File: src/id_pkg.sv
package id_pkg;

  typedef logic [31:0] word_t;
  typedef logic [4:0]  reg_addr_t;

  localparam int        NUM_REGS = 32;
  localparam reg_addr_t LINK_REG = 5'd31;
  localparam reg_addr_t ZERO_REG = 5'd0;
  localparam word_t     PC_STEP  = 32'd4;

  // primary opcode, inst[31:26]
  typedef enum logic [5:0] {
    OP_SPECIAL = 6'b000000,
    OP_J       = 6'b000010,
    OP_JAL     = 6'b000011,
    OP_BEQ     = 6'b000100,
    OP_ADDI    = 6'b001000,
    OP_ADDIU   = 6'b001001,
    OP_SLTI    = 6'b001010,
    OP_SLTIU   = 6'b001011,
    OP_ANDI    = 6'b001100,
    OP_ORI     = 6'b001101,
    OP_XORI    = 6'b001110,
    OP_LUI     = 6'b001111,
    OP_LW      = 6'b100011,
    OP_SW      = 6'b101011
  } opcode_e;

  // funct field of SPECIAL, inst[5:0]
  typedef enum logic [5:0] {
    FN_SLL  = 6'b000000,
    FN_SRL  = 6'b000010,
    FN_SRA  = 6'b000011,
    FN_SLLV = 6'b000100,
    FN_SRLV = 6'b000110,
    FN_SRAV = 6'b000111,
    FN_JR   = 6'b001000,
    FN_JALR = 6'b001001,
    FN_ADD  = 6'b100000,
    FN_ADDU = 6'b100001,
    FN_SUB  = 6'b100010,
    FN_SUBU = 6'b100011,
    FN_AND  = 6'b100100,
    FN_OR   = 6'b100101,
    FN_XOR  = 6'b100110,
    FN_NOR  = 6'b100111,
    FN_SLT  = 6'b101010,
    FN_SLTU = 6'b101011
  } funct_e;

  typedef enum logic [7:0] {
    ALU_NOP   = 8'b00000000,
    ALU_SRL   = 8'b00000010,
    ALU_SRA   = 8'b00000011,
    ALU_SLLV  = 8'b00000100,
    ALU_SRLV  = 8'b00000110,
    ALU_SRAV  = 8'b00000111,
    ALU_JR    = 8'b00001000,
    ALU_JALR  = 8'b00001001,
    ALU_ADD   = 8'b00100000,
    ALU_ADDU  = 8'b00100001,
    ALU_SUB   = 8'b00100010,
    ALU_SUBU  = 8'b00100011,
    ALU_AND   = 8'b00100100,
    ALU_OR    = 8'b00100101,
    ALU_XOR   = 8'b00100110,
    ALU_NOR   = 8'b00100111,
    ALU_SLT   = 8'b00101010,
    ALU_SLTU  = 8'b00101011,
    ALU_J     = 8'b01001111,
    ALU_JAL   = 8'b01010000,
    ALU_BEQ   = 8'b01010001,
    ALU_ADDI  = 8'b01010101,
    ALU_ADDIU = 8'b01010110,
    ALU_SLL   = 8'b01111100,
    ALU_LW    = 8'b11100011,
    ALU_SW    = 8'b11101011
  } aluop_e;

  typedef enum logic [2:0] {
    SEL_NOP         = 3'b000,
    SEL_LOGIC       = 3'b001,
    SEL_SHIFT       = 3'b010,
    SEL_ARITH       = 3'b100,
    SEL_JUMP_BRANCH = 3'b110,
    SEL_LOAD_STORE  = 3'b111
  } alusel_e;

  typedef enum logic [2:0] {
    BR_NONE,
    BR_J,
    BR_JAL,
    BR_JR,
    BR_JALR,
    BR_BEQ
  } br_kind_e;

  typedef struct packed {
    aluop_e    aluop;
    alusel_e   alusel;
    logic      wreg;
    reg_addr_t wd;
    logic      reg1_read;
    logic      reg2_read;
    br_kind_e  br_kind;
    word_t     imm;
  } dec_ctrl_t;

endpackage
File: src/fwd_if.sv
`timescale 1ns/100ps

interface fwd_if;

  import id_pkg::*;

  // producer in EX
  logic      ex_wreg;
  reg_addr_t ex_wd;
  word_t     ex_wdata;
  logic      ex_is_load;

  // producer in MEM
  logic      mem_wreg;
  reg_addr_t mem_wd;
  word_t     mem_wdata;

  modport source (
    output ex_wreg, ex_wd, ex_wdata, ex_is_load,
    output mem_wreg, mem_wd, mem_wdata
  );

  modport sink (
    input ex_wreg, ex_wd, ex_wdata, ex_is_load,
    input mem_wreg, mem_wd, mem_wdata
  );

endinterface

File: src/id_stage_top.sv
`timescale 1ns/100ps

module id_stage_top (
  input  logic              clk_i,
  input  logic              rst_n_i,
  input  id_pkg::word_t     pc_i,
  input  id_pkg::word_t     inst_i,
  input  logic              wb_we_i,
  input  id_pkg::reg_addr_t wb_waddr_i,
  input  id_pkg::word_t     wb_wdata_i,
  input  id_pkg::aluop_e    ex_aluop_i,
  input  logic              ex_wreg_i,
  input  id_pkg::reg_addr_t ex_wd_i,
  input  id_pkg::word_t     ex_wdata_i,
  input  logic              mem_wreg_i,
  input  id_pkg::reg_addr_t mem_wd_i,
  input  id_pkg::word_t     mem_wdata_i,
  output logic              stall_o,
  output logic              branch_flag_o,
  output id_pkg::word_t     branch_addr_o,
  output id_pkg::aluop_e    ex_aluop_o,
  output id_pkg::alusel_e   ex_alusel_o,
  output id_pkg::word_t     ex_reg1_o,
  output id_pkg::word_t     ex_reg2_o,
  output id_pkg::word_t     ex_link_addr_o,
  output id_pkg::word_t     ex_inst_o,
  output id_pkg::reg_addr_t ex_wd_o,
  output logic              ex_wreg_o,
  output logic              ex_in_delayslot_o
);

  import id_pkg::*;

  dec_ctrl_t ctrl;
  reg_addr_t raddr1;
  reg_addr_t raddr2;
  word_t     rdata1;
  word_t     rdata2;
  word_t     reg1;
  word_t     reg2;
  word_t     link_addr;
  logic      stall1;
  logic      stall2;
  logic      branch_raw;

  fwd_if fwd ();

  assign fwd.ex_wreg    = ex_wreg_i;
  assign fwd.ex_wd      = ex_wd_i;
  assign fwd.ex_wdata   = ex_wdata_i;
  assign fwd.ex_is_load = (ex_aluop_i == ALU_LW);
  assign fwd.mem_wreg   = mem_wreg_i;
  assign fwd.mem_wd     = mem_wd_i;
  assign fwd.mem_wdata  = mem_wdata_i;

  regfile u_regfile (
    .clk_i    (clk_i),
    .rst_n_i  (rst_n_i),
    .we_i     (wb_we_i),
    .waddr_i  (wb_waddr_i),
    .wdata_i  (wb_wdata_i),
    .raddr1_i (raddr1),
    .raddr2_i (raddr2),
    .rdata1_o (rdata1),
    .rdata2_o (rdata2)
  );

  inst_decoder u_decoder (
    .inst_i   (inst_i),
    .ctrl_o   (ctrl),
    .raddr1_o (raddr1),
    .raddr2_o (raddr2)
  );

  operand_mux u_op1 (
    .fwd       (fwd),
    .raddr_i   (raddr1),
    .read_i    (ctrl.reg1_read),
    .rdata_i   (rdata1),
    .imm_i     (ctrl.imm),
    .operand_o (reg1),
    .stall_o   (stall1)
  );

  operand_mux u_op2 (
    .fwd       (fwd),
    .raddr_i   (raddr2),
    .read_i    (ctrl.reg2_read),
    .rdata_i   (rdata2),
    .imm_i     (ctrl.imm),
    .operand_o (reg2),
    .stall_o   (stall2)
  );

  assign stall_o = stall1 | stall2;

  branch_unit u_branch (
    .pc_i          (pc_i),
    .inst_i        (inst_i),
    .reg1_i        (reg1),
    .reg2_i        (reg2),
    .kind_i        (ctrl.br_kind),
    .branch_flag_o (branch_raw),
    .branch_addr_o (branch_addr_o),
    .link_addr_o   (link_addr)
  );

  // operands are not valid while stalled, so no redirect
  assign branch_flag_o = branch_raw & ~stall_o;

  id_ex_reg u_id_ex (
    .clk_i             (clk_i),
    .rst_n_i           (rst_n_i),
    .stall_i           (stall_o),
    .ctrl_i            (ctrl),
    .reg1_i            (reg1),
    .reg2_i            (reg2),
    .link_i            (link_addr),
    .inst_i            (inst_i),
    .taken_i           (branch_flag_o),
    .ex_aluop_o        (ex_aluop_o),
    .ex_alusel_o       (ex_alusel_o),
    .ex_reg1_o         (ex_reg1_o),
    .ex_reg2_o         (ex_reg2_o),
    .ex_link_addr_o    (ex_link_addr_o),
    .ex_inst_o         (ex_inst_o),
    .ex_wd_o           (ex_wd_o),
    .ex_wreg_o         (ex_wreg_o),
    .ex_in_delayslot_o (ex_in_delayslot_o)
  );

endmodule

File: src/id_ex_reg.sv
`timescale 1ns/100ps

module id_ex_reg (
  input  logic              clk_i,
  input  logic              rst_n_i,
  input  logic              stall_i,
  input  id_pkg::dec_ctrl_t ctrl_i,
  input  id_pkg::word_t     reg1_i,
  input  id_pkg::word_t     reg2_i,
  input  id_pkg::word_t     link_i,
  input  id_pkg::word_t     inst_i,
  input  logic              taken_i,
  output id_pkg::aluop_e    ex_aluop_o,
  output id_pkg::alusel_e   ex_alusel_o,
  output id_pkg::word_t     ex_reg1_o,
  output id_pkg::word_t     ex_reg2_o,
  output id_pkg::word_t     ex_link_addr_o,
  output id_pkg::word_t     ex_inst_o,
  output id_pkg::reg_addr_t ex_wd_o,
  output logic              ex_wreg_o,
  output logic              ex_in_delayslot_o
);

  import id_pkg::*;

  // next accepted instruction sits in a delay slot
  logic ds_pending;

  always_ff @(posedge clk_i or negedge rst_n_i) begin
    if (!rst_n_i) begin
      ex_aluop_o        <= ALU_NOP;
      ex_alusel_o       <= SEL_NOP;
      ex_reg1_o         <= '0;
      ex_reg2_o         <= '0;
      ex_link_addr_o    <= '0;
      ex_inst_o         <= '0;
      ex_wd_o           <= '0;
      ex_wreg_o         <= 1'b0;
      ex_in_delayslot_o <= 1'b0;
      ds_pending        <= 1'b0;
    end else if (stall_i) begin
      // bubble, ds_pending waits for the held instruction
      ex_aluop_o        <= ALU_NOP;
      ex_alusel_o       <= SEL_NOP;
      ex_reg1_o         <= '0;
      ex_reg2_o         <= '0;
      ex_link_addr_o    <= '0;
      ex_inst_o         <= '0;
      ex_wd_o           <= '0;
      ex_wreg_o         <= 1'b0;
      ex_in_delayslot_o <= 1'b0;
    end else begin
      ex_aluop_o        <= ctrl_i.aluop;
      ex_alusel_o       <= ctrl_i.alusel;
      ex_reg1_o         <= reg1_i;
      ex_reg2_o         <= reg2_i;
      ex_link_addr_o    <= link_i;
      ex_inst_o         <= inst_i;
      ex_wd_o           <= ctrl_i.wd;
      ex_wreg_o         <= ctrl_i.wreg;
      ex_in_delayslot_o <= ds_pending;
      ds_pending        <= taken_i;
    end
  end

endmodule

File: src/branch_unit.sv
`timescale 1ns/100ps

module branch_unit (
  input  id_pkg::word_t    pc_i,
  input  id_pkg::word_t    inst_i,
  input  id_pkg::word_t    reg1_i,
  input  id_pkg::word_t    reg2_i,
  input  id_pkg::br_kind_e kind_i,
  output logic             branch_flag_o,
  output id_pkg::word_t    branch_addr_o,
  output id_pkg::word_t    link_addr_o
);

  import id_pkg::*;

  word_t pc_plus_4;
  word_t pc_plus_8;
  word_t jump_target;
  word_t beq_target;

  assign pc_plus_4 = pc_i + PC_STEP;
  assign pc_plus_8 = pc_plus_4 + PC_STEP;

  // region of the delay slot keeps its top nibble
  assign jump_target = {pc_plus_4[31:28], inst_i[25:0], 2'b00};
  assign beq_target  = pc_plus_4 + {{14{inst_i[15]}}, inst_i[15:0], 2'b00};

  always_comb begin
    branch_flag_o = 1'b0;
    branch_addr_o = '0;
    link_addr_o   = '0;
    case (kind_i)
      BR_J, BR_JAL: begin
        branch_flag_o = 1'b1;
        branch_addr_o = jump_target;
      end
      BR_JR, BR_JALR: begin
        branch_flag_o = 1'b1;
        branch_addr_o = reg1_i;
      end
      BR_BEQ: begin
        if (reg1_i == reg2_i) begin
          branch_flag_o = 1'b1;
          branch_addr_o = beq_target;
        end
      end
      default: begin
      end
    endcase
    // return past the delay slot
    if ((kind_i == BR_JAL) || (kind_i == BR_JALR)) begin
      link_addr_o = pc_plus_8;
    end
  end

endmodule

File: src/operand_mux.sv
`timescale 1ns/100ps

module operand_mux (
  fwd_if.sink               fwd,
  input  id_pkg::reg_addr_t raddr_i,
  input  logic              read_i,
  input  id_pkg::word_t     rdata_i,
  input  id_pkg::word_t     imm_i,
  output id_pkg::word_t     operand_o,
  output logic              stall_o
);

  import id_pkg::*;

  logic ex_match;
  logic mem_match;

  // r0 is never forwarded, it always reads zero
  assign ex_match  = (fwd.ex_wd == raddr_i) && (raddr_i != ZERO_REG);
  assign mem_match = (fwd.mem_wd == raddr_i) && (raddr_i != ZERO_REG);

  always_comb begin
    stall_o   = 1'b0;
    operand_o = rdata_i;
    if (!read_i) begin
      operand_o = imm_i;
    end else if (fwd.ex_is_load && ex_match) begin
      // load data only exists after MEM
      stall_o = 1'b1;
    end else if (fwd.ex_wreg && ex_match) begin
      operand_o = fwd.ex_wdata;
    end else if (fwd.mem_wreg && mem_match) begin
      operand_o = fwd.mem_wdata;
    end
  end

endmodule

File: src/inst_decoder.sv
`timescale 1ns/100ps

module inst_decoder (
  input  id_pkg::word_t     inst_i,
  output id_pkg::dec_ctrl_t ctrl_o,
  output id_pkg::reg_addr_t raddr1_o,
  output id_pkg::reg_addr_t raddr2_o
);

  import id_pkg::*;

  opcode_e     op;
  funct_e      funct;
  reg_addr_t   rs;
  reg_addr_t   rt;
  reg_addr_t   rd;
  logic [4:0]  shamt;
  logic [15:0] imm16;
  word_t       imm_zext;
  word_t       imm_sext;
  aluop_e      r_aluop;
  logic        shift_imm;
  logic        r_valid;

  assign op    = opcode_e'(inst_i[31:26]);
  assign rs    = inst_i[25:21];
  assign rt    = inst_i[20:16];
  assign rd    = inst_i[15:11];
  assign shamt = inst_i[10:6];
  assign funct = funct_e'(inst_i[5:0]);
  assign imm16 = inst_i[15:0];

  assign imm_zext = {16'h0000, imm16};
  assign imm_sext = {{16{imm16[15]}}, imm16};

  assign raddr1_o = rs;
  assign raddr2_o = rt;

  function automatic aluop_e funct_aluop(funct_e f);
    case (f)
      FN_SLL:  return ALU_SLL;
      FN_SRL:  return ALU_SRL;
      FN_SRA:  return ALU_SRA;
      FN_SLLV: return ALU_SLLV;
      FN_SRLV: return ALU_SRLV;
      FN_SRAV: return ALU_SRAV;
      FN_JR:   return ALU_JR;
      FN_JALR: return ALU_JALR;
      FN_ADD:  return ALU_ADD;
      FN_ADDU: return ALU_ADDU;
      FN_SUB:  return ALU_SUB;
      FN_SUBU: return ALU_SUBU;
      FN_AND:  return ALU_AND;
      FN_OR:   return ALU_OR;
      FN_XOR:  return ALU_XOR;
      FN_NOR:  return ALU_NOR;
      FN_SLT:  return ALU_SLT;
      FN_SLTU: return ALU_SLTU;
      default: return ALU_NOP;
    endcase
  endfunction

  assign r_aluop   = funct_aluop(funct);
  assign shift_imm = (funct == FN_SLL) || (funct == FN_SRL) || (funct == FN_SRA);
  // immediate shifts need rs zero, the other register forms need shamt zero
  assign r_valid   = (r_aluop != ALU_NOP) && (shift_imm ? (rs == ZERO_REG) : (shamt == 5'd0));

  always_comb begin
    ctrl_o.aluop     = ALU_NOP;
    ctrl_o.alusel    = SEL_NOP;
    ctrl_o.wreg      = 1'b0;
    ctrl_o.wd        = rd;
    ctrl_o.reg1_read = 1'b0;
    ctrl_o.reg2_read = 1'b0;
    ctrl_o.br_kind   = BR_NONE;
    ctrl_o.imm       = '0;

    // all-zero word is the canonical nop
    if (inst_i != '0) begin
      case (op)
        OP_SPECIAL: begin
          if (r_valid) begin
            ctrl_o.aluop     = r_aluop;
            ctrl_o.wreg      = (funct != FN_JR);
            ctrl_o.reg1_read = !shift_imm;
            ctrl_o.reg2_read = (funct != FN_JR) && (funct != FN_JALR);
            if (shift_imm) begin
              ctrl_o.imm = {27'd0, shamt};
            end
            case (funct)
              FN_AND, FN_OR, FN_XOR, FN_NOR: ctrl_o.alusel = SEL_LOGIC;
              FN_SLL, FN_SRL, FN_SRA, FN_SLLV, FN_SRLV, FN_SRAV: ctrl_o.alusel = SEL_SHIFT;
              FN_JR: begin
                ctrl_o.alusel  = SEL_JUMP_BRANCH;
                ctrl_o.br_kind = BR_JR;
              end
              FN_JALR: begin
                ctrl_o.alusel  = SEL_JUMP_BRANCH;
                ctrl_o.br_kind = BR_JALR;
              end
              default: ctrl_o.alusel = SEL_ARITH;
            endcase
          end
        end
        OP_ORI, OP_ANDI, OP_XORI, OP_LUI, OP_SLTI, OP_SLTIU, OP_ADDI, OP_ADDIU, OP_LW: begin
          ctrl_o.wreg      = 1'b1;
          ctrl_o.wd        = rt;
          ctrl_o.reg1_read = 1'b1;
          case (op)
            OP_ORI:   ctrl_o.aluop = ALU_OR;
            OP_ANDI:  ctrl_o.aluop = ALU_AND;
            OP_XORI:  ctrl_o.aluop = ALU_XOR;
            OP_LUI:   ctrl_o.aluop = ALU_OR;
            OP_SLTI:  ctrl_o.aluop = ALU_SLT;
            OP_SLTIU: ctrl_o.aluop = ALU_SLTU;
            OP_ADDI:  ctrl_o.aluop = ALU_ADDI;
            OP_ADDIU: ctrl_o.aluop = ALU_ADDIU;
            default:  ctrl_o.aluop = ALU_LW;
          endcase
          case (op)
            OP_ORI, OP_ANDI, OP_XORI: begin
              ctrl_o.alusel = SEL_LOGIC;
              ctrl_o.imm    = imm_zext;
            end
            OP_LUI: begin
              ctrl_o.alusel = SEL_LOGIC;
              ctrl_o.imm    = {imm16, 16'h0000};
            end
            OP_LW: ctrl_o.alusel = SEL_LOAD_STORE;
            default: begin
              ctrl_o.alusel = SEL_ARITH;
              ctrl_o.imm    = imm_sext;
            end
          endcase
        end
        OP_J: begin
          ctrl_o.aluop   = ALU_J;
          ctrl_o.alusel  = SEL_JUMP_BRANCH;
          ctrl_o.br_kind = BR_J;
        end
        OP_JAL: begin
          ctrl_o.aluop   = ALU_JAL;
          ctrl_o.alusel  = SEL_JUMP_BRANCH;
          ctrl_o.wreg    = 1'b1;
          ctrl_o.wd      = LINK_REG;
          ctrl_o.br_kind = BR_JAL;
        end
        OP_BEQ: begin
          ctrl_o.aluop     = ALU_BEQ;
          ctrl_o.alusel    = SEL_JUMP_BRANCH;
          ctrl_o.reg1_read = 1'b1;
          ctrl_o.reg2_read = 1'b1;
          ctrl_o.br_kind   = BR_BEQ;
        end
        OP_SW: begin
          ctrl_o.aluop     = ALU_SW;
          ctrl_o.alusel    = SEL_LOAD_STORE;
          ctrl_o.reg1_read = 1'b1;
          ctrl_o.reg2_read = 1'b1;
        end
        default: begin
        end
      endcase
    end
  end

endmodule

File: src/regfile.sv
`timescale 1ns/100ps

module regfile (
  input  logic              clk_i,
  input  logic              rst_n_i,
  input  logic              we_i,
  input  id_pkg::reg_addr_t waddr_i,
  input  id_pkg::word_t     wdata_i,
  input  id_pkg::reg_addr_t raddr1_i,
  input  id_pkg::reg_addr_t raddr2_i,
  output id_pkg::word_t     rdata1_o,
  output id_pkg::word_t     rdata2_o
);

  import id_pkg::*;

  word_t regs [NUM_REGS];

  always_ff @(posedge clk_i or negedge rst_n_i) begin
    if (!rst_n_i) begin
      for (int i = 0; i < NUM_REGS; i++) begin
        regs[i] <= '0;
      end
    end else if (we_i && (waddr_i != ZERO_REG)) begin
      regs[waddr_i] <= wdata_i;
    end
  end

  // write-through so a same-cycle writeback is seen by decode
  function automatic word_t read_port(reg_addr_t raddr);
    if (raddr == ZERO_REG) begin
      return '0;
    end else if (we_i && (waddr_i == raddr)) begin
      return wdata_i;
    end
    return regs[raddr];
  endfunction

  always_comb begin
    rdata1_o = read_port(raddr1_i);
    rdata2_o = read_port(raddr2_i);
  end

endmodule

File: config.mk
export PLATFORM = sky130hd
export DESIGN_NAME = id_stage_top
export DESIGN_NICKNAME = d
export VERILOG_FILES = /design/src/id_pkg.sv /design/src/fwd_if.sv /design/src/id_stage_top.sv /design/src/id_ex_reg.sv /design/src/branch_unit.sv /design/src/operand_mux.sv /design/src/inst_decoder.sv /design/src/regfile.sv
export SDC_FILE = /design/constraint.sdc
export NUM_CORES = 2
export LEC_CHECK = 0
export BUFFER_PORTS_ARGS = -buffer_cell sky130_fd_sc_hd__buf_2
export CAP_MARGIN = 10
export CORE_ASPECT_RATIO = 1.25
export CORE_UTILIZATION = 56
export DETAILED_ROUTE_END_ITERATION = 7
export HOLD_SLACK_MARGIN = 0.1
export PLACE_DENSITY = 0.82
export SYNTH_ARGS = -nofsm -noshare
export SYNTH_HDL_FRONTEND = slang
export SYNTH_SLANG_ARGS = --single-unit
File: constraint.sdc
create_clock -name clk_i -period 4.2 [get_ports clk_i]
set_input_delay 0.42 -clock clk_i [delete_from_list [all_inputs] [get_ports clk_i]]
set_output_delay 0.42 -clock clk_i [all_outputs]
set_load 0.01 [all_outputs]
==> results.py <==
metrics = {
    "global_route": {
        "grt_max_degree": 114,
        "grt_pass1_vias": 53900,
        "grt_use_total_pct": 43.6,
        "antenna_found_initial": 34,
        "grt_first_pass_wirelength_um": 370000,
        "overflow": 0,
    },
    "setup_path": {
        "critPathCaptureType": "primary output",
        "crit_slowest_cell": "o21ai_0",
        "crit_path_max_incr_delay_ps": 500,
        "ff2ff_path_depth": 12,
        "cp_cell_sequence": "buf_2 > buf_4 > xnor2_1 > nand4_1 > o21ai_1 > buf_4 > buf_12 > o22ai_1 > o21ai_0 > a32oi_1 > xnor2_1 > nand4_1 > nor3_4 > and4_4 > buf_12 > buf_12 > a221o_1 > buf_2",
        "cpMostUsedCell": "buf_12",
        "crit_fanout": 8,
        "cp-start-kind": "input pin",
        "path_class": "in -> out",
        "critical_path_arrival_ps": 4570,
        "required_ps": 3780,
    },
    "yosys": {
        "synth_area_leaders": "dfrtp_1 45%, mux4_2 19%, mux2_2 17%",
        "synth_top_cell_by_area": "dfrtp_1",
        "synth_cell_types": 93,
        "yosys_warnings": 0,
        "synth_top_cell_area_share_pct": 44.6,
        "ys_seq_area_share_pct": 44.6,
        "synth_area_per_cell_um2": 13.7,
        "ys.flop_type": "dfrtp_1",
        "synth_edf_count": 0,
        "async_flop_share_pct": 100,
        "syn_inst": 4810,
        "syn-num-nets": 5035,
        "synth_seq_cells": 1171,
        "netlist_area_um2": 65700,
    },
    "power_and_ir_drop": {
        "ir_worst_vdd_v": 0.000348,
        "leakage_nw": 35.9,
        "power_density_nw_per_um2": 420,
    },
    "clock_tree": {
        "clockBufferDepth": 3,
        "insertion_delay_ps": 770,
        "cts_buffers": 110,
        "cts_tree": "built",
        "h-tree-depth": 3,
        "clkTransAtPathRegs_ps": 70,
        "cts_root_buf": "clkbuf_16",
        "clkSinkCount": 1171,
    },
    "placed_design": {
        "portBuffers": 367,
        "post-dp-hpwl_um": 179000,
        "place_congestion": 1.07,
    },
    "cells_and_area": {
        "areaGrowthSynthToFinish_pct": 21.6,
        "fin_util_pct": 68.6,
        "final_cell_mix": "1171 x dfrtp_1, 995 x mux2_2, 750 x buf_4, 564 x mux4_2, 355 x buf_2",
        "final_common_cell": "dfrtp_1",
        "nets": 5895,
        "drive_gt1_share_pct": 54.2,
        "fillers": 7488,
    },
    "timing": {
        "grt_setup_unrepaired": "true",
        "layout_setup_ws_ps": -787,
        "finalHoldViolations": 0,
        "setup_violations": 33,
        "fin_crit_sh_pct": 119,
        "holdWs_ps": 116,
        "max_freq_mhz": 201,
        "worstMarginPinSlew_ps": 1290,
        "slew_viol_final": 0,
        "min_period_ps": 4990,
        "finalClockSkew_ps": 37.0,
        "slew_headroom_pct": 13.9,
    },
    "floorplan": {
        "die_area_um2": 119000,
        "pin_count": 368,
        "die-height_um": 385,
        "die_x_um": 308,
        "num_rows": 140,
        "start_util_pct": 56.4,
        "core_area_um2": 116000,
    },
    "hold_path": {
        "hold_depth": 3,
        "min-delay-path-class": "in -> reg",
    },
    "flow_run": {
        "cap_violations": 0,
    },
    "route": {
        "drt.antenna.violating_nets": 0,
        "wl_per_cell_um": 34.9,
        "first_iter_violations": 6849,
        "vias": 52600,
        "totalWireLength_um": 257000,
        "drt-pass1-iter-count": 7,
        "drc": 0,
        "vias_per_cell": 7.15,
    },
    "status": {
        "status": "complete, but fails checks",
        "violations": "setup timing",
    },
}
-- cells in the mapped netlist, types with 23 or more instances --
master,instances
dfrtp_1,1171
mux2_2,997
mux4_2,564
clkbuf_1,309
nor2_1,179
nand2_1,146
a21oi_1,115
xnor2_1,96
mux2i_1,90
a22oi_1,78
and2_1,75
buf_2,72
buf_1,59
o21ai_0,58
nor3_1,51
nand2b_1,49
a21o_1,44
inv_1,42
o22ai_1,42
nand3_1,40
or3_1,38
xor2_1,37
ha_1,36
buf_4,35
and3_1,28
a22o_1,27
a211oi_1,26
nor2b_1,26
nor4_1,23
-- routing by layer --
layer / GRT usage [%] / wire length, um / vias up / share of wire (%)
met1: 48.4 / 80000 / 26500 / 31
met2: 65.2 / 114000 / 4422 / 44
met5: 0 / 205 / - / 0.080
met3: 16.2 / 32900 / 1578 / 13
met4: 40.6 / 29400 / 32 / 11
li1: - / - / 20100 / -
-- state kept, by name (all words and copies together), names as in the netlist --
| name | flops |
|---|---|
| u_regfile.regs | 1024 |
| u_id_ex.ex_alusel_o | 3 |
| u_id_ex.ex_inst_o | 32 |
| u_id_ex.ex_wd_o | 5 |
| u_id_ex.ds_pending | 1 |
| u_id_ex.ex_link_addr_o | 32 |
| u_id_ex.ex_wreg_o | 1 |
| u_id_ex.ex_reg1_o | 32 |
| u_id_ex.ex_in_delayslot_o | 1 |
| u_id_ex.ex_aluop_o | 8 |
| u_id_ex.ex_reg2_o | 32 |
-- what timing repair did --
item / 4_1_cts / 5_1_grt
hold buffers: 12 / 0
hold endpoints to repair: 72 / 0
pin swaps: 18 / 39
setup endpoints to repair: 33 / 33
gates resized for setup: 43 / 72
buffers inserted: 11 / 9
cloned: 1 / 2
-- critical path: cells and delay by family --
family                    cells  cell delay, ps
buffers and inverters         7            1290
AOI/OAI and AO/OA             5            1220
and+or+nand+nor               4            1120
xor gates and xnor gates      2             480
-- path summary, 6_finish.rpt --
check                      slack, ps            startpoint                    endpoint
max reg2reg                      520   u_regfile.regs[101]          u_id_ex.ds_pending
min                              120            inst_i[19]          u_id_ex.ex_wd_o[3]
max                             -790            inst_i[20]            branch_addr_o[2]
min in group asynchronous        260               rst_n_i  u_id_ex.ex_link_addr_o[27]
max in group asynchronous       2750               rst_n_i         u_regfile.regs[872]
min reg2reg                      400  u_regfile.regs[1005]        u_regfile.regs[1005]
-- layout make-up --
cell class / instances / area (um^2) / area share, %
Antenna cell: 23 / 57.6 / 0.0720
Clock buffer: 153 / 3170 / 3.96
Clock inverter: 56 / 621 / 0.777
Inverter: 44 / 166 / 0.208
Multi-Input combinational cell: 3109 / 34900 / 43.6
Sequential cell: 1171 / 29300 / 36.7
Tap cell: 1562 / 1950 / 2.45
Timing Repair Buffer: 1234 / 9780 / 12.2
-- power breakdown --
part | internal (W) | switching (W) | total [W]
Clock | 0.00586 | 0.00472 | 0.0106
Sequential | 0.0132 | 0.00158 | 0.0148
Combinational | 0.00459 | 0.00358 | 0.00817
-- stage by stage --
stage | worst slack, ps | setup TNS (ps) | cells | power, W | instance area [um^2]
floorplan | 11.5 | 0 | 4810 | 0.0193 | 65800
global placement | -679 | -20530 | 7085 | 0.0221 | 75200
detailed placement | -738 | -22120 | 7085 | 0.0225 | 75200
CTS | -514 | -15940 | 7318 | 0.0331 | 79400
global route | -768 | -23730 | 7341 | 0.0344 | 79900
finish | -787 | -24280 | 7352 | 0.0335 | 79900
-- cells by family after synthesis --
logic type	synth area share [%]
adders and majority gates	0.716
and+or+nand+nor	5.69
buffers and inverters	3.47
AOI/OAI and AO/OA	5.95
muxes	37.8
xor gates and xnor gates	1.81
DFF	44.6
Power figures use the tool's default switching activity.
